==> config.mk <==
export PLATFORM = sky130hd
export DESIGN_NAME = dram_ctrl_top
export DESIGN_NICKNAME = d
export VERILOG_FILES = /design/src/rtl/dram_pkg.sv /design/src/rtl/dram_req_if.sv /design/src/rtl/dram_command.sv /design/src/rtl/dram_ctrl_top.sv /design/src/rtl/read_return.sv /design/src/rtl/wb_req_decode.sv
export SDC_FILE = /design/constraint.sdc
export NUM_CORES = 1
export LEC_CHECK = 0
export BUFFER_PORTS_ARGS = -buffer_cell sky130_fd_sc_hd__clkbuf_2
export CORE_UTILIZATION = 53
export CTS_CLUSTER_DIAMETER = 50
export CTS_CLUSTER_SIZE = 20
export DETAILED_ROUTE_END_ITERATION = 16
export GPL_ROUTABILITY_DRIVEN = 0
export PLACE_DENSITY_LB_ADDON = 0.25
export SLEW_MARGIN = 5
export SYNTH_ARGS = -nofsm -noshare
export SYNTH_HDL_FRONTEND = slang
export SYNTH_SLANG_ARGS = --single-unit
==> constraint.sdc <==
create_clock -name CLK -period 5.4 [get_ports CLK]
set_input_delay 0.54 -clock CLK [delete_from_list [all_inputs] [get_ports CLK]]
set_output_delay 0.54 -clock CLK [all_outputs]
set_load 0.05 [all_outputs]
==> src/rtl/dram_pkg.sv <==
`default_nettype none

package dram_pkg;

    // Data and address map
    localparam int DATA_W = 32;
    localparam int COL_W = 10;
    localparam int BA_W = 2;
    localparam int BG_W = 2;
    localparam int ROW_W = 14;
    localparam int ADR_W = ROW_W + BG_W + BA_W + COL_W; // Wishbone word address
    localparam int DRAM_ADDR_W = 17;                    // A16..A0 on the pins

    // Width of the sequencer's timing and refresh counters
    localparam int CNT_W = 8;

    // Timing in controller clocks, scaled down for simulation
    localparam int T_PWUP = 20;
    localparam int T_MOD = 4;
    localparam int T_ZQINIT = 8;
    localparam int T_RCD = 3;
    localparam int T_RP = 3;
    localparam int T_CL = 5;
    localparam int T_WR = 4;
    localparam int T_RFC = 10;
    localparam int T_REFI = 200;

    localparam int MR_COUNT = 7; // MR0 to MR6

    // {cs_n, act_n, ras_n_a16, cas_n_a15, we_n_a14}
    typedef enum logic [4:0] {
        DESEL = 5'b11111,
        NOP   = 5'b01111,
        ACT   = 5'b00000, // Upper row bits are zero with a 14-bit row
        RD    = 5'b01101,
        WR    = 5'b01100,
        PRE   = 5'b01010,
        REF   = 5'b01001,
        MRS   = 5'b01000,
        ZQC   = 5'b01110
    } cmd_t;

    // One address word, read as a row for ACT and as a column for RD and WR
    typedef union packed {
        logic [DRAM_ADDR_W-1:0] row;
        struct packed {
            logic [DRAM_ADDR_W-COL_W-2:0] spare;
            logic                         ap;     // A10 auto-precharge
            logic [COL_W-1:0]             column;
        } col;
    } dram_addr_u;

endpackage

`default_nettype wire

==> src/rtl/dram_req_if.sv <==
`timescale 1ns/1ps
`default_nettype none

interface dram_req_if;

    logic                          valid;
    logic                          write;
    logic [dram_pkg::BG_W-1:0]     bg;
    logic [dram_pkg::BA_W-1:0]     ba;
    logic [dram_pkg::ROW_W-1:0]    row;
    logic [dram_pkg::COL_W-1:0]    col;
    logic [dram_pkg::DATA_W-1:0]   wdata;
    logic                          taken; // Sequencer has accepted the request

    modport decoder (
        output valid, write, bg, ba, row, col, wdata,
        input  taken
    );

    modport sequencer (
        input  valid, write, bg, ba, row, col, wdata,
        output taken
    );

endinterface

`default_nettype wire

==> src/rtl/dram_command.sv <==
`timescale 1ns/1ps
`default_nettype none

module dram_command (
    input  logic                          CLK,
    input  logic                          nRST,
    dram_req_if.sequencer                 req,
    output dram_pkg::cmd_t                cmd,
    output logic                          reset_n,
    output logic                          cke,
    output logic [dram_pkg::BG_W-1:0]     bg,
    output logic [dram_pkg::BA_W-1:0]     ba,
    output dram_pkg::dram_addr_u          addr,
    output logic [dram_pkg::DATA_W-1:0]   dq_out,
    output logic                          dq_oe,
    output logic                          rd_issued,
    output logic                          wr_done
);

    // Mode-register loads in issue order, each entry is {bg, ba, value}
    localparam logic [dram_pkg::BG_W+dram_pkg::BA_W+dram_pkg::DRAM_ADDR_W-1:0]
        MR_TABLE [dram_pkg::MR_COUNT] = '{
            {2'd0, 2'd3, 17'h00000},   // MR3
            {2'd1, 2'd2, 17'h0080F},   // MR6
            {2'd1, 2'd1, 17'h00000},   // MR5
            {2'd1, 2'd0, 17'h01000},   // MR4
            {2'd0, 2'd2, 17'h00088},   // MR2
            {2'd0, 2'd1, 17'h00001},   // MR1
            {2'd0, 2'd0, 17'h0041D}    // MR0
        };

    enum logic [3:0] {
        ST_RESET, ST_CKE_LOW, ST_NOP, ST_MRS, ST_ZQC,
        ST_IDLE, ST_ACT, ST_RD, ST_WR, ST_PRE, ST_REF
    } state, n_state;

    logic [dram_pkg::CNT_W-1:0] cnt, limit;
    logic [dram_pkg::CNT_W-1:0] ref_cnt;
    logic [$clog2(dram_pkg::MR_COUNT)-1:0] mr_idx;
    logic ref_pending;
    logic done;
    logic first;
    logic in_service;

    assign done = (cnt == limit);
    assign first = (cnt == dram_pkg::CNT_W'(1)); // Commands go out on the first cycle only
    assign in_service = !(state inside {ST_RESET, ST_CKE_LOW, ST_NOP, ST_MRS, ST_ZQC});
    assign req.taken = (state == ST_IDLE) && !ref_pending && req.valid;
    assign dq_out = req.wdata;

    always_ff @(posedge CLK, negedge nRST) begin
        if (!nRST) begin
            state <= ST_RESET;
            cnt <= dram_pkg::CNT_W'(1);
            mr_idx <= '0;
        end else begin
            state <= n_state;
            cnt <= done ? dram_pkg::CNT_W'(1) : cnt + 1'b1;
            if (state == ST_MRS && done) begin
                mr_idx <= mr_idx + 1'b1;
            end
        end
    end

    // Free-running refresh interval once initialization is over
    always_ff @(posedge CLK, negedge nRST) begin
        if (!nRST) begin
            ref_cnt <= '0;
            ref_pending <= 1'b0;
        end else if (in_service) begin
            if (ref_cnt == dram_pkg::CNT_W'(dram_pkg::T_REFI - 1)) begin
                ref_cnt <= '0;
                ref_pending <= 1'b1;
            end else begin
                ref_cnt <= ref_cnt + 1'b1;
                if (state == ST_IDLE) begin
                    ref_pending <= 1'b0; // IDLE always leaves for REF when pending
                end
            end
        end
    end

    always_comb begin
        limit = dram_pkg::CNT_W'(1);
        case (state)
            ST_RESET, ST_CKE_LOW, ST_NOP: limit = dram_pkg::CNT_W'(dram_pkg::T_PWUP);
            ST_MRS: limit = dram_pkg::CNT_W'(dram_pkg::T_MOD);
            ST_ZQC: limit = dram_pkg::CNT_W'(dram_pkg::T_ZQINIT);
            ST_ACT: limit = dram_pkg::CNT_W'(dram_pkg::T_RCD);
            ST_RD:  limit = dram_pkg::CNT_W'(dram_pkg::T_CL + 1);
            ST_WR:  limit = dram_pkg::CNT_W'(dram_pkg::T_WR);
            ST_PRE: limit = dram_pkg::CNT_W'(dram_pkg::T_RP);
            ST_REF: limit = dram_pkg::CNT_W'(dram_pkg::T_RFC);
            default: ;
        endcase
    end

    always_comb begin
        n_state = state;
        case (state)
            ST_RESET:   if (done) n_state = ST_CKE_LOW;
            ST_CKE_LOW: if (done) n_state = ST_NOP;
            ST_NOP:     if (done) n_state = ST_MRS;
            ST_MRS: begin
                if (done && int'(mr_idx) == dram_pkg::MR_COUNT - 1) begin
                    n_state = ST_ZQC;
                end
            end
            ST_ZQC:     if (done) n_state = ST_IDLE;
            ST_IDLE: begin
                if (ref_pending) begin
                    n_state = ST_REF;
                end else if (req.valid) begin
                    n_state = ST_ACT;
                end
            end
            ST_ACT:     if (done) n_state = req.write ? ST_WR : ST_RD;
            ST_RD, ST_WR: if (done) n_state = ST_PRE;
            ST_PRE, ST_REF: if (done) n_state = ST_IDLE;
            default:    n_state = ST_RESET;
        endcase
    end

    always_comb begin
        cmd = dram_pkg::DESEL;
        reset_n = 1'b1;
        cke = 1'b1;
        bg = '0;
        ba = '0;
        addr = '0;
        dq_oe = 1'b0;
        rd_issued = 1'b0;
        wr_done = 1'b0;

        case (state)
            ST_RESET: begin
                reset_n = 1'b0;
                cke = 1'b0;
            end
            ST_CKE_LOW: cke = 1'b0;
            ST_NOP:     cmd = dram_pkg::NOP;
            ST_MRS: begin
                if (first) begin
                    cmd = dram_pkg::MRS;
                    {bg, ba, addr.row} = MR_TABLE[mr_idx];
                end
            end
            ST_ZQC: begin
                if (first) begin
                    cmd = dram_pkg::ZQC;
                    addr.row = 17'h00400; // A10 high selects the long calibration
                end
            end
            ST_ACT: begin
                if (first) begin
                    cmd = dram_pkg::ACT;
                    bg = req.bg;
                    ba = req.ba;
                    addr.row = dram_pkg::DRAM_ADDR_W'(req.row);
                end
            end
            ST_RD, ST_WR: begin
                if (first) begin
                    cmd = (state == ST_WR) ? dram_pkg::WR : dram_pkg::RD;
                    bg = req.bg;
                    ba = req.ba;
                    addr.col.ap = 1'b0;
                    addr.col.column = req.col;
                    dq_oe = (state == ST_WR);
                    rd_issued = (state == ST_RD);
                end
            end
            ST_PRE: begin
                if (first) begin
                    cmd = dram_pkg::PRE;
                    bg = req.bg;
                    ba = req.ba;
                    wr_done = req.write;
                end
            end
            ST_REF:     if (first) cmd = dram_pkg::REF;
            default: ;
        endcase
    end

endmodule

`default_nettype wire

==> src/rtl/dram_ctrl_top.sv <==
`timescale 1ns/1ps
`default_nettype none

module dram_ctrl_top (
    input  logic                                CLK,
    input  logic                                nRST,
    // Wishbone classic slave
    input  logic                                cyc,
    input  logic                                stb,
    input  logic                                we,
    input  logic [dram_pkg::ADR_W-1:0]          adr,
    input  logic [dram_pkg::DATA_W-1:0]         dat_w,
    output logic [dram_pkg::DATA_W-1:0]         dat_r,
    output logic                                ack,
    // DRAM pins
    output logic                                reset_n,
    output logic                                cke,
    output logic                                cs_n,
    output logic                                act_n,
    output logic                                ras_n_a16,
    output logic                                cas_n_a15,
    output logic                                we_n_a14,
    output logic [dram_pkg::BG_W-1:0]           bg,
    output logic [dram_pkg::BA_W-1:0]           ba,
    output logic [dram_pkg::DRAM_ADDR_W-1:0]    addr,
    output logic [dram_pkg::DATA_W-1:0]         dq_out,
    output logic                                dq_oe,
    input  logic [dram_pkg::DATA_W-1:0]         dq_in
);

    dram_pkg::cmd_t       cmd;
    dram_pkg::dram_addr_u addr_u;
    logic                 rd_issued;
    logic                 wr_done;

    dram_req_if req_bus ();

    wb_req_decode i_decode (
        .CLK(CLK), .nRST(nRST),
        .cyc(cyc), .stb(stb), .we(we), .adr(adr), .dat_w(dat_w), .ack(ack),
        .req(req_bus)
    );

    dram_command i_command (
        .CLK(CLK), .nRST(nRST), .req(req_bus),
        .cmd(cmd), .reset_n(reset_n), .cke(cke), .bg(bg), .ba(ba), .addr(addr_u),
        .dq_out(dq_out), .dq_oe(dq_oe), .rd_issued(rd_issued), .wr_done(wr_done)
    );

    read_return i_return (
        .CLK(CLK), .nRST(nRST), .rd_issued(rd_issued), .wr_done(wr_done),
        .dq_in(dq_in), .dat_r(dat_r), .ack(ack)
    );

    assign {cs_n, act_n, ras_n_a16, cas_n_a15, we_n_a14} = cmd;
    assign addr = addr_u;

endmodule

`default_nettype wire

==> src/rtl/read_return.sv <==
`timescale 1ns/1ps
`default_nettype none

module read_return (
    input  logic                          CLK,
    input  logic                          nRST,
    input  logic                          rd_issued,
    input  logic                          wr_done,
    input  logic [dram_pkg::DATA_W-1:0]   dq_in,
    output logic [dram_pkg::DATA_W-1:0]   dat_r,
    output logic                          ack
);

    // Bit k is set k+1 cycles after a READ left the sequencer
    logic [dram_pkg::T_CL-1:0] lat_sr;
    logic                      rd_arrive;

    assign rd_arrive = lat_sr[dram_pkg::T_CL-1]; // Read data is on dq_in now

    always_ff @(posedge CLK, negedge nRST) begin
        if (!nRST) begin
            lat_sr <= '0;
            ack <= 1'b0;
        end else begin
            lat_sr <= {lat_sr[dram_pkg::T_CL-2:0], rd_issued};
            ack <= rd_arrive || wr_done;
        end
    end

    always_ff @(posedge CLK) begin
        if (rd_arrive) begin
            dat_r <= dq_in; // Held until the next read returns
        end
    end

endmodule

`default_nettype wire

==> src/rtl/wb_req_decode.sv <==
`timescale 1ns/1ps
`default_nettype none

module wb_req_decode (
    input  logic                          CLK,
    input  logic                          nRST,
    input  logic                          cyc,
    input  logic                          stb,
    input  logic                          we,
    input  logic [dram_pkg::ADR_W-1:0]    adr,
    input  logic [dram_pkg::DATA_W-1:0]   dat_w,
    input  logic                          ack,
    dram_req_if.decoder                   req
);

    // Bit positions of the fields in the word address
    localparam int BA_LSB = dram_pkg::COL_W;
    localparam int BG_LSB = BA_LSB + dram_pkg::BA_W;
    localparam int ROW_LSB = BG_LSB + dram_pkg::BG_W;

    logic pending; // A Wishbone cycle is latched and not yet acknowledged
    logic accept;

    assign accept = cyc && stb && !pending;

    always_ff @(posedge CLK, negedge nRST) begin
        if (!nRST) begin
            pending <= 1'b0;
            req.valid <= 1'b0;
        end else begin
            if (accept) begin
                pending <= 1'b1;
                req.valid <= 1'b1;
            end else begin
                if (req.taken) begin
                    req.valid <= 1'b0;
                end
                if (ack) begin
                    pending <= 1'b0; // The master drops stb after this ack
                end
            end
        end
    end

    // Request payload stays put until the next accepted cycle
    always_ff @(posedge CLK) begin
        if (accept) begin
            req.write <= we;
            req.col <= adr[dram_pkg::COL_W-1:0];
            req.ba <= adr[BA_LSB +: dram_pkg::BA_W];
            req.bg <= adr[BG_LSB +: dram_pkg::BG_W];
            req.row <= adr[ROW_LSB +: dram_pkg::ROW_W];
            req.wdata <= dat_w;
        end
    end

endmodule

`default_nettype wire

==> impl_metrics.ini, run 1 <==
[yosys]
synth_compound_area_frac = 0.1070
synth_fa_ha_area_frac = 0.02411
yosys.area_share.simple = 0.1152
netlist_instances = 378
async_flop_share = 0.2560
ys.flop_type = edfxtp_1
yosysWarnings = 0
yosysSeqAreaShare = 0.6926
synth_seq_cells = 125
synth_top_family_by_area = simple AND/OR/NAND/NOR gates
avgSynthCellArea_um2 = 13.73
synth_xor_area_frac = 0.02363
synth_edf_count = 93
ys_types = 66
syn_area_um2 = 5190
synthMuxAreaShare = 0.009161

[final_layout]
nets = 675
final_cells = 709
area_delta_synth_final_pct = 29.85
final_util = 0.7191
layout_commonest_cell = clkbuf_2
drive_gt1_frac = 0.4172
diodes = 0
nFillCells = 672
mostFrequentLayoutCells = 187 x clkbuf_2, 93 x edfxtp_1, 40 x nor2_1

[sta]
tightest_slew_ns = 1.071
hold_slack_ns = 0.1027
skew_ns = 0.005118
max-slew-margin-rel = 0.2821
drv_slew = 0
grt_setup_unrepaired = no
finalSetupViolations = 0
fin_setup_tns_ns = 0
hold_violations = 0
max_freq_ghz = 0.2513
period_minus_slack_ns = 3.979
period_share = 0.7368

[setup_path]
r2r-start = i_command.state[2]
cp.arrival_ns = 3.44
critical_path_class = flop to output port
cp_slowest_cell = nor3_2
critPathRequiredTime_ns = 4.86
cp_cell_sequence = nand2b_1 > nor3_2 > nand2_1 > a21oi_1 > clkbuf_2
r2r-end = i_command.state[0]
cpPeakStageDelay_ns = 0.91
critPathMaxFanout = 25
startpoint_type = flop
end_kind = output port
reg2reg_slack_ns = 2.67
rr_worst_depth = 7

[routing]
drt_pre_antenna_iters = 5
routed_wl_um = 11420
wl_per_cell_um = 16.11
post-route-drc-count = 0
via_count = 3709
drtIter0Drc = 299
viasPerCell = 5.231
ant_nets = 0

[cts]
h-tree-depth = 4
cts_tree = done
clockBufferDepth = 2
clkSlewWorstSetupHoldPaths_ns = 0.05
clock_sinks = 125
hold_buffers = 0
postCtsResizedCells = 0
numCtsBuffers = 17
cts_setup_buffers = 0
worst_skew_pair.late_latency_ns = 0.52
root_buffer = clkbuf_8

[grt]
grt_pass1_vias = 3622
grt_pass1_wl_um = 17770
gr-total-overflow = 0
grt_max_degree = 53
grt_use_total = 0.2388
antenna_found_initial = 0

[flow_run]
maxCapViolations = 0

[floorplan]
die_w_um = 101.0
die_h_um = 101.0
dieArea_um2 = 10190
core_area_um2 = 9371
initial_core_util = 0.5538
rows = 35
pin_count = 191

[placement]
post-dp-hpwl_um = 8314
io_buffers = 187
dp_cells = 678

[outcome]
status = completed

[min_path]
worstHoldPathType = primary input to async pin

[power_and_ir_drop]
p_leak_nw = 2.840
p_per_area_nw_per_um2 = 310.2
ir_drop_uv = 243.1
power_mw = 2.090
synth_stat cells, types with 3 or more instances:
library cell | instances | area, um2
a21o_1 | 3 | 22.52
a21oi_1 | 19 | 95.09
a22oi_1 | 15 | 112.6
and3_1 | 6 | 37.54
buf_2 | 6 | 30.03
buf_4 | 4 | 30.03
clkbuf_1 | 8 | 30.03
dfrtp_1 | 31 | 775.7
edfxtp_1 | 93 | 2793
ha_1 | 10 | 125.1
inv_1 | 6 | 22.52
nand2_1 | 22 | 82.58
nand2b_1 | 6 | 37.54
nand3_1 | 11 | 55.05
nand3b_1 | 3 | 22.52
nor2_1 | 40 | 150.1
nor3_1 | 5 | 25.02
o21ai_0 | 19 | 95.09
xnor2_1 | 9 | 78.83
xor2_1 | 5 | 43.79
how the worst max path moves through the flow:
| stage | slack, ns | endpoint | start |
|---|---|---|---|
| after CTS | 1.44 | addr[7] | i_command.state[2] |
| after detailed placement | 2.00 | addr[7] | i_command.state[2] |
| after global routing | 1.17 | addr[7] | i_command.state[2] |
| after global placement | 2.08 | addr[2] | i_command.state[2] |
| after floorplan | 2.53 | addr[0] | i_command.cnt[0] |
| final | 1.42 | addr[7] | i_command.state[2] |
routing by layer:
metal / global-route usage / up-vias / part of all wire
met4: 0.1148 / 0 / 0.024
met3: 0.07698 / 23 / 0.089
met5: 0 / - / 0
met2: 0.3941 / 191 / 0.49
li1: - / 1773 / -
met1: 0.2846 / 1722 / 0.40
state kept, by name, summed over array words and instances, names as in the netlist:
name / cells
i_decode.req.wdata: 32
i_command.ref_pending: 1
i_decode.req.ba: 2
i_return.ack: 1
i_decode.req.valid: 1
i_command.state: 4
i_decode.req.bg: 2
i_return.dat_r: 32
i_decode.pending: 1
i_command.mr_idx: 3
i_command.ref_cnt: 8
i_return.lat_sr: 5
i_decode.req.row: 14
i_decode.req.col: 10
i_command.cnt: 8
i_decode.req.write: 1
cell families (layout without fill, tap and decap cells):
| group | count (synthesis) | in the layout |
|---|---|---|
| other cells | 1 | 3 |
| fa+ha+maj | 10 | 10 |
| flops | 125 | 125 |
| simple gates | 117 | 117 |
| buf+inv | 28 | 228 |
| mux | 4 | 4 |
| xor+xnor | 14 | 14 |
| compound gates | 79 | 79 |
power breakdown:
| part | internal, mW | switching [mW] | total, mW |
|---|---|---|---|
| registers | 1.03 | 0 | 1.03 |
| logic | 0.0240 | 0.0184 | 0.0425 |
| clock network | 0.609 | 0.404 | 1.01 |
| total | 1.67 | 0.423 | 2.09 |
metrics by stage:
step                setup slack [ns]  area [um2]
CTS                            1.440        6739
finish                         1.421        6739
global placement               2.079        6202
floorplan                      2.532        5197
global route                   1.166        6739
detailed placement             1.999        6202
worst max-delay path, delay by kind of cell, from the launching register on:
kind            cells  cell delay (ns)
simple gates        3             1.48
flops               1             0.83
buf+inv             1             0.34
compound gates      1             0.28
cell type report:
class / instances / area, um2 / share of cell area
clock buffers: 18 / 417.9 / 0.06201
inverters: 8 / 30.03 / 0.004456
clock inverters: 13 / 118.9 / 0.01764
flip-flops and latches: 125 / 3595 / 0.5334
multi-input cells: 227 / 1465 / 0.2174
repair buffers: 189 / 950.9 / 0.1411
well taps: 129 / 161.4 / 0.02395
Power figures use the tool's default switching activity.
==> run 2, diff against run 1 <==
--- a/config.mk
+++ b/config.mk
@@ -6,7 +6,7 @@
 export NUM_CORES = 1
 export LEC_CHECK = 0
 export BUFFER_PORTS_ARGS = -buffer_cell sky130_fd_sc_hd__clkbuf_2
-export CORE_UTILIZATION = 53
+export CORE_UTILIZATION = 49
 export CTS_CLUSTER_DIAMETER = 50
 export CTS_CLUSTER_SIZE = 20
 export DETAILED_ROUTE_END_ITERATION = 16
==> constraint.sdc (replaced) <==
create_clock -name CLK -period 3.77 [get_ports CLK]
set_input_delay 0.377 -clock CLK [delete_from_list [all_inputs] [get_ports CLK]]
set_output_delay 0.377 -clock CLK [all_outputs]
set_load 0.05 [all_outputs]
==> impl_metrics.ini, run 2 (synthesized netlist as in run 1, its figures left out) <==
[outcome]
status = completed

[grt]
grt_pass1_wl_um = 19060
grt_max_degree = 34
antenna_found_initial = 0
grt_use_total = 0.2291
grt_pass1_vias = 3847
gr-total-overflow = 0

[setup_path]
critPathMaxFanout = 26
crit_path_start = i_command.state[0]
cp.arrival_ns = 2.88
end_kind = output port
startpoint_type = flop
critPathRequiredTime_ns = 3.39
r2r-start = i_command.state[0]
critical_path_class = flop to output port

[cts]
clock_sinks = 125
cts_setup_buffers = 0
root_buffer = clkbuf_8
worst_skew_pair.late_latency_ns = 0.51
postCtsResizedCells = 0
numCtsBuffers = 17
clockBufferDepth = 2
h-tree-depth = 4
clkSlewWorstSetupHoldPaths_ns = 0.06
cts_tree = done
hold_buffers = 1

[sta]
hold_violations = 0
drv_slew = 0
max-slew-margin-rel = 0.4378
fin_setup_tns_ns = 0
period_share = 0.8640
setup_ws_ns = 0.5127
hold_slack_ns = 0.03902
grt_setup_unrepaired = no
finalSetupViolations = 0
max_freq_ghz = 0.3070
skew_ns = 0.007781
period_minus_slack_ns = 3.257
tightest_slew_ns = 0.8433

[floorplan]
die_w_um = 104.9
pin_count = 191
die_h_um = 104.9
initial_core_util = 0.5050
core_area_um2 = 10280
rows = 37
dieArea_um2 = 11010

[final_layout]
final_cells = 721
final_util = 0.6589
drive_gt1_frac = 0.4205
mostFrequentLayoutCells = 187 x clkbuf_2, 93 x edfxtp_1, 40 x nor2_1
final_cell_area_um2 = 6771
layout_commonest_cell = clkbuf_2
diodes = 0
nFillCells = 824
nets = 679
area_delta_synth_final_pct = 30.47
largest_registers = i_decode.req.wdata: 32 flops, i_return.dat_r: 32 flops, i_decode.req.row: 14 flops

[min_path]
hp-start = dat_w[16]
worstHoldPathType = primary input to flop

[routing]
via_count = 3827
post-route-drc-count = 0
viasPerCell = 5.308
drtIter0Drc = 247
routed_wl_um = 11900
wl_per_cell_um = 16.50
ant_nets = 0
drt_pre_antenna_iters = 5

[flow_run]
maxCapViolations = 0

[placement]
post-place-ws_ns = 1.037
placed_area_um2 = 6233
io_buffers = 187
post-dp-hpwl_um = 8445
dp_cells = 688

[power_and_ir_drop]
power_mw = 2.979
p_per_area_nw_per_um2 = 439.9
ir_drop_uv = 321.6
p_leak_nw = 2.838
[run 2: cell count changes in the layout (fill, tap and decap cells not counted), sizes merged]
cell / previous run / this run
buf: 2 / 5
dlygate4sd3: 0 / 1
clkinv: 9 / 3
bufinv: 1 / 0
clkinvlp: 0 / 5
inv: 11 / 14
[run 2: final timing paths]
check,endpoint,slack (ns),cells after the start
max,addr[1],0.51,5
min,i_decode.req.wdata[16],0.04,1
max reg2reg,i_command.state[0],1.12,7
min reg2reg,i_return.lat_sr[3],0.35,0
max in group asynchronous,i_command.state[2],2.75,2
min in group asynchronous,i_command.ref_cnt[7],0.50,2
[run 2: layer usage]
metal	vias to the layer above	global-route usage	part of all wire
met4	0	0.1036	0.017
met5	-	0	0
li1	1780	-	-
met2	197	0.3888	0.50
met1	1831	0.2788	0.41
met3	19	0.05365	0.070
[run 2: area by class of cell]
cell class              count  area (um2)  share of cell area
flip-flops and latches    125        3595              0.5309
multi-input cells         227        1465              0.2164
repair buffers            193       983.4              0.1452
clock buffers              18       417.9             0.06171
well taps                 136       170.2             0.02513
clock inverters            14       110.1             0.01626
inverters                   8       30.03            0.004435
[run 2: critical path, stage by stage (launching register included)]
cell and delay [ns]:
dfrtp_1 0.89, nand2_2 0.24, o21ai_2 0.52, a22oi_1 0.13
a21oi_1 0.25, clkbuf_2 0.33
[run 2: power breakdown]
part           total, mW  switching [mW]  internal, mW
Clock               1.44           0.618         0.817
Combinational     0.0622          0.0271        0.0352
Sequential          1.48               0          1.48
==> run 3, diff against run 2 <==
--- a/config.mk
+++ b/config.mk
@@ -6,12 +6,12 @@
 export NUM_CORES = 1
 export LEC_CHECK = 0
 export BUFFER_PORTS_ARGS = -buffer_cell sky130_fd_sc_hd__clkbuf_2
-export CORE_UTILIZATION = 49
+export CORE_UTILIZATION = 53
 export CTS_CLUSTER_DIAMETER = 50
 export CTS_CLUSTER_SIZE = 20
 export DETAILED_ROUTE_END_ITERATION = 16
 export GPL_ROUTABILITY_DRIVEN = 0
-export PLACE_DENSITY_LB_ADDON = 0.25
+export PLACE_DENSITY_LB_ADDON = 0.12
 export SLEW_MARGIN = 5
 export SYNTH_ARGS = -nofsm -noshare
 export SYNTH_HDL_FRONTEND = slang
==> constraint.sdc (replaced) <==
create_clock -name CLK -period 3.9 [get_ports CLK]
set_input_delay 0.39 -clock CLK [delete_from_list [all_inputs] [get_ports CLK]]
set_output_delay 0.39 -clock CLK [all_outputs]
set_load 0.05 [all_outputs]
==> impl_metrics.ini, run 3 (synthesized netlist as in run 1, its figures left out) <==
[setup_path]
critPathRequiredTime_ns = 3.51
cp.arrival_ns = 3.22
cp_num_buf_inv = 1
crit_family = simple AND/OR/NAND/NOR gates
rr_worst_depth = 7
crit_path_end = addr[4]
critPathMaxFanout = 25
cp_cell_sequence = nand2b_1 > nor3_4 > a22oi_1 > a21oi_1 > clkbuf_2
worst-path-stages = 5
end_kind = output port
r2r-end = i_command.state[0]
startpoint_type = flop
critical_path_class = flop to output port
cpPeakStageDelay_ns = 0.85
cp_slowest_cell = dfrtp_1
r2r-start = i_command.state[2]
reg2reg_slack_ns = 0.99
crit_path_start = i_command.state[2]

[final_layout]
final_util = 0.7248
nets = 676
layout_commonest_cell = clkbuf_2
largest_registers = i_decode.req.wdata: 32 flops, i_return.dat_r: 32 flops, i_decode.req.row: 14 flops
diodes = 0
regArea_um2 = 3595
mostFrequentLayoutCells = 187 x clkbuf_2, 93 x edfxtp_1, 40 x nor2_1
nFillCells = 679
multi_input_area_um2 = 1471
drive_gt1_frac = 0.4192
area_delta_synth_final_pct = 30.88

[flow_run]
maxCapViolations = 0

[power_and_ir_drop]
p_leak_nw = 2.853
ir_drop_uv = 308.1
p_per_area_nw_per_um2 = 441.3

[grt]
grt_use_total = 0.2440
grt_pass1_vias = 3734
gr-total-overflow = 0
grt_max_degree = 34
antenna_found_initial = 0
grt_pass1_wl_um = 18080

[routing]
routed_wl_um = 11590
dr_wl_met3_um = 1020
post-route-drc-count = 0
drtIter0Drc = 232
wl_per_cell_um = 16.31
wl_met2_um = 5851
top_layer = met4
via_count = 3736
viasPerCell = 5.255
drt_pre_antenna_iters = 5
ant_nets = 0
wl_met1_um = 4577

[sta]
period_minus_slack_ns = 3.613
hold_violations = 0
finalSetupViolations = 0
setup_ws_ns = 0.2874
grt_setup_unrepaired = no
max_freq_ghz = 0.2768
skew_ns = 0.01289
drv_slew = 0
tightest_slew_ns = 1.291
fin_setup_tns_ns = 0
max-slew-margin-rel = 0.1391
period_share = 0.9263

[cts]
cts_tree = done
cts_setup_buffers = 0
clkSlewWorstSetupHoldPaths_ns = 0.06
numCtsBuffers = 17
clockBufferDepth = 2
root_buffer = clkbuf_8
worst_skew_pair.late_latency_ns = 0.52
clock_sinks = 125
h-tree-depth = 4

[min_path]
worstHoldPathType = primary input to flop
hp-start = dat_w[12]

[floorplan]
die_h_um = 101.0
dieArea_um2 = 10190
core_area_um2 = 9371
pin_count = 191
initial_core_util = 0.5538
die_w_um = 101.0
rows = 35

[placement]
post-place-ws_ns = 0.7231
post-dp-hpwl_um = 8181
io_buffers = 187

[outcome]
status = completed
-- run 3: cell types whose count changed in the layout (fill, tap and decap cells not counted), sizes merged --
cell | before | now
clkinv | 3 | 7
clkinvlp | 5 | 1
buf | 5 | 2
bufinv | 0 | 2
clkbuf | 205 | 204
inv | 14 | 13
-- run 3: worst min-delay path by stage --
stage,endpoint,cells after the start
2_1_floorplan,i_command.cnt[1],0
3_3_place_gp,i_return.lat_sr[3],0
3_5_place_dp,i_return.lat_sr[2],0
4_1_cts,i_decode.req.wdata[12],1
5_1_grt,i_decode.req.wdata[30],1
6_report,i_decode.req.wdata[12],1
-- run 3: report_power, final --
group | internal (mW) | total, mW | switching, mW
logic | 0.0339 | 0.0599 | 0.0260
clock network | 0.917 | 1.51 | 0.589
registers | 1.43 | 1.43 | 0
-- run 3: layer usage --
| metal | global-route usage | vias up |
|---|---|---|
| li1 | - | 1781 |
| met1 | 0.2781 | 1757 |
| met2 | 0.4125 | 185 |
| met3 | 0.09986 | 13 |
| met4 | 0.09142 | 0 |
| met5 | 0 | - |
-- run 3: worst register-to-register path, delay by kind of cell, from the launching register on --
kind | cells | cell delay [ns]
AOI/OAI and AO/OA | 3 | 0.49
DFF | 1 | 0.85
and+or+nand+nor | 4 | 1.48
-- run 3: area by class of cell --
class                           instances  share of cell area
Clock buffer                           17             0.06097
Tap cell                              129             0.02376
Sequential cell                       125              0.5292
Clock inverter                         15             0.02358
Timing Repair Buffer                  190              0.1415
Multi-Input combinational cell        227              0.2166
Inverter                                8            0.004421
-- run 3: per-stage QoR --
step                      power (mW)  area, um2  hold slack [ns]  cells
after global routing           3.086       6793          0.01150    711
after CTS                      3.025       6787          0.02562    711
after detailed placement       1.518       6202           0.3347    678
after global placement         1.515       6202           0.3315    678
final                          2.998       6793          0.04533    711
after floorplan                1.468       5197          0.09441    380
-- run 3: what timing repair did --
item | in CTS | in global routing
hold buffers | 1 | 0
gates resized for setup | 0 | 1
hold endpoints to repair | 31 | 0
setup endpoints to repair | 0 | 14
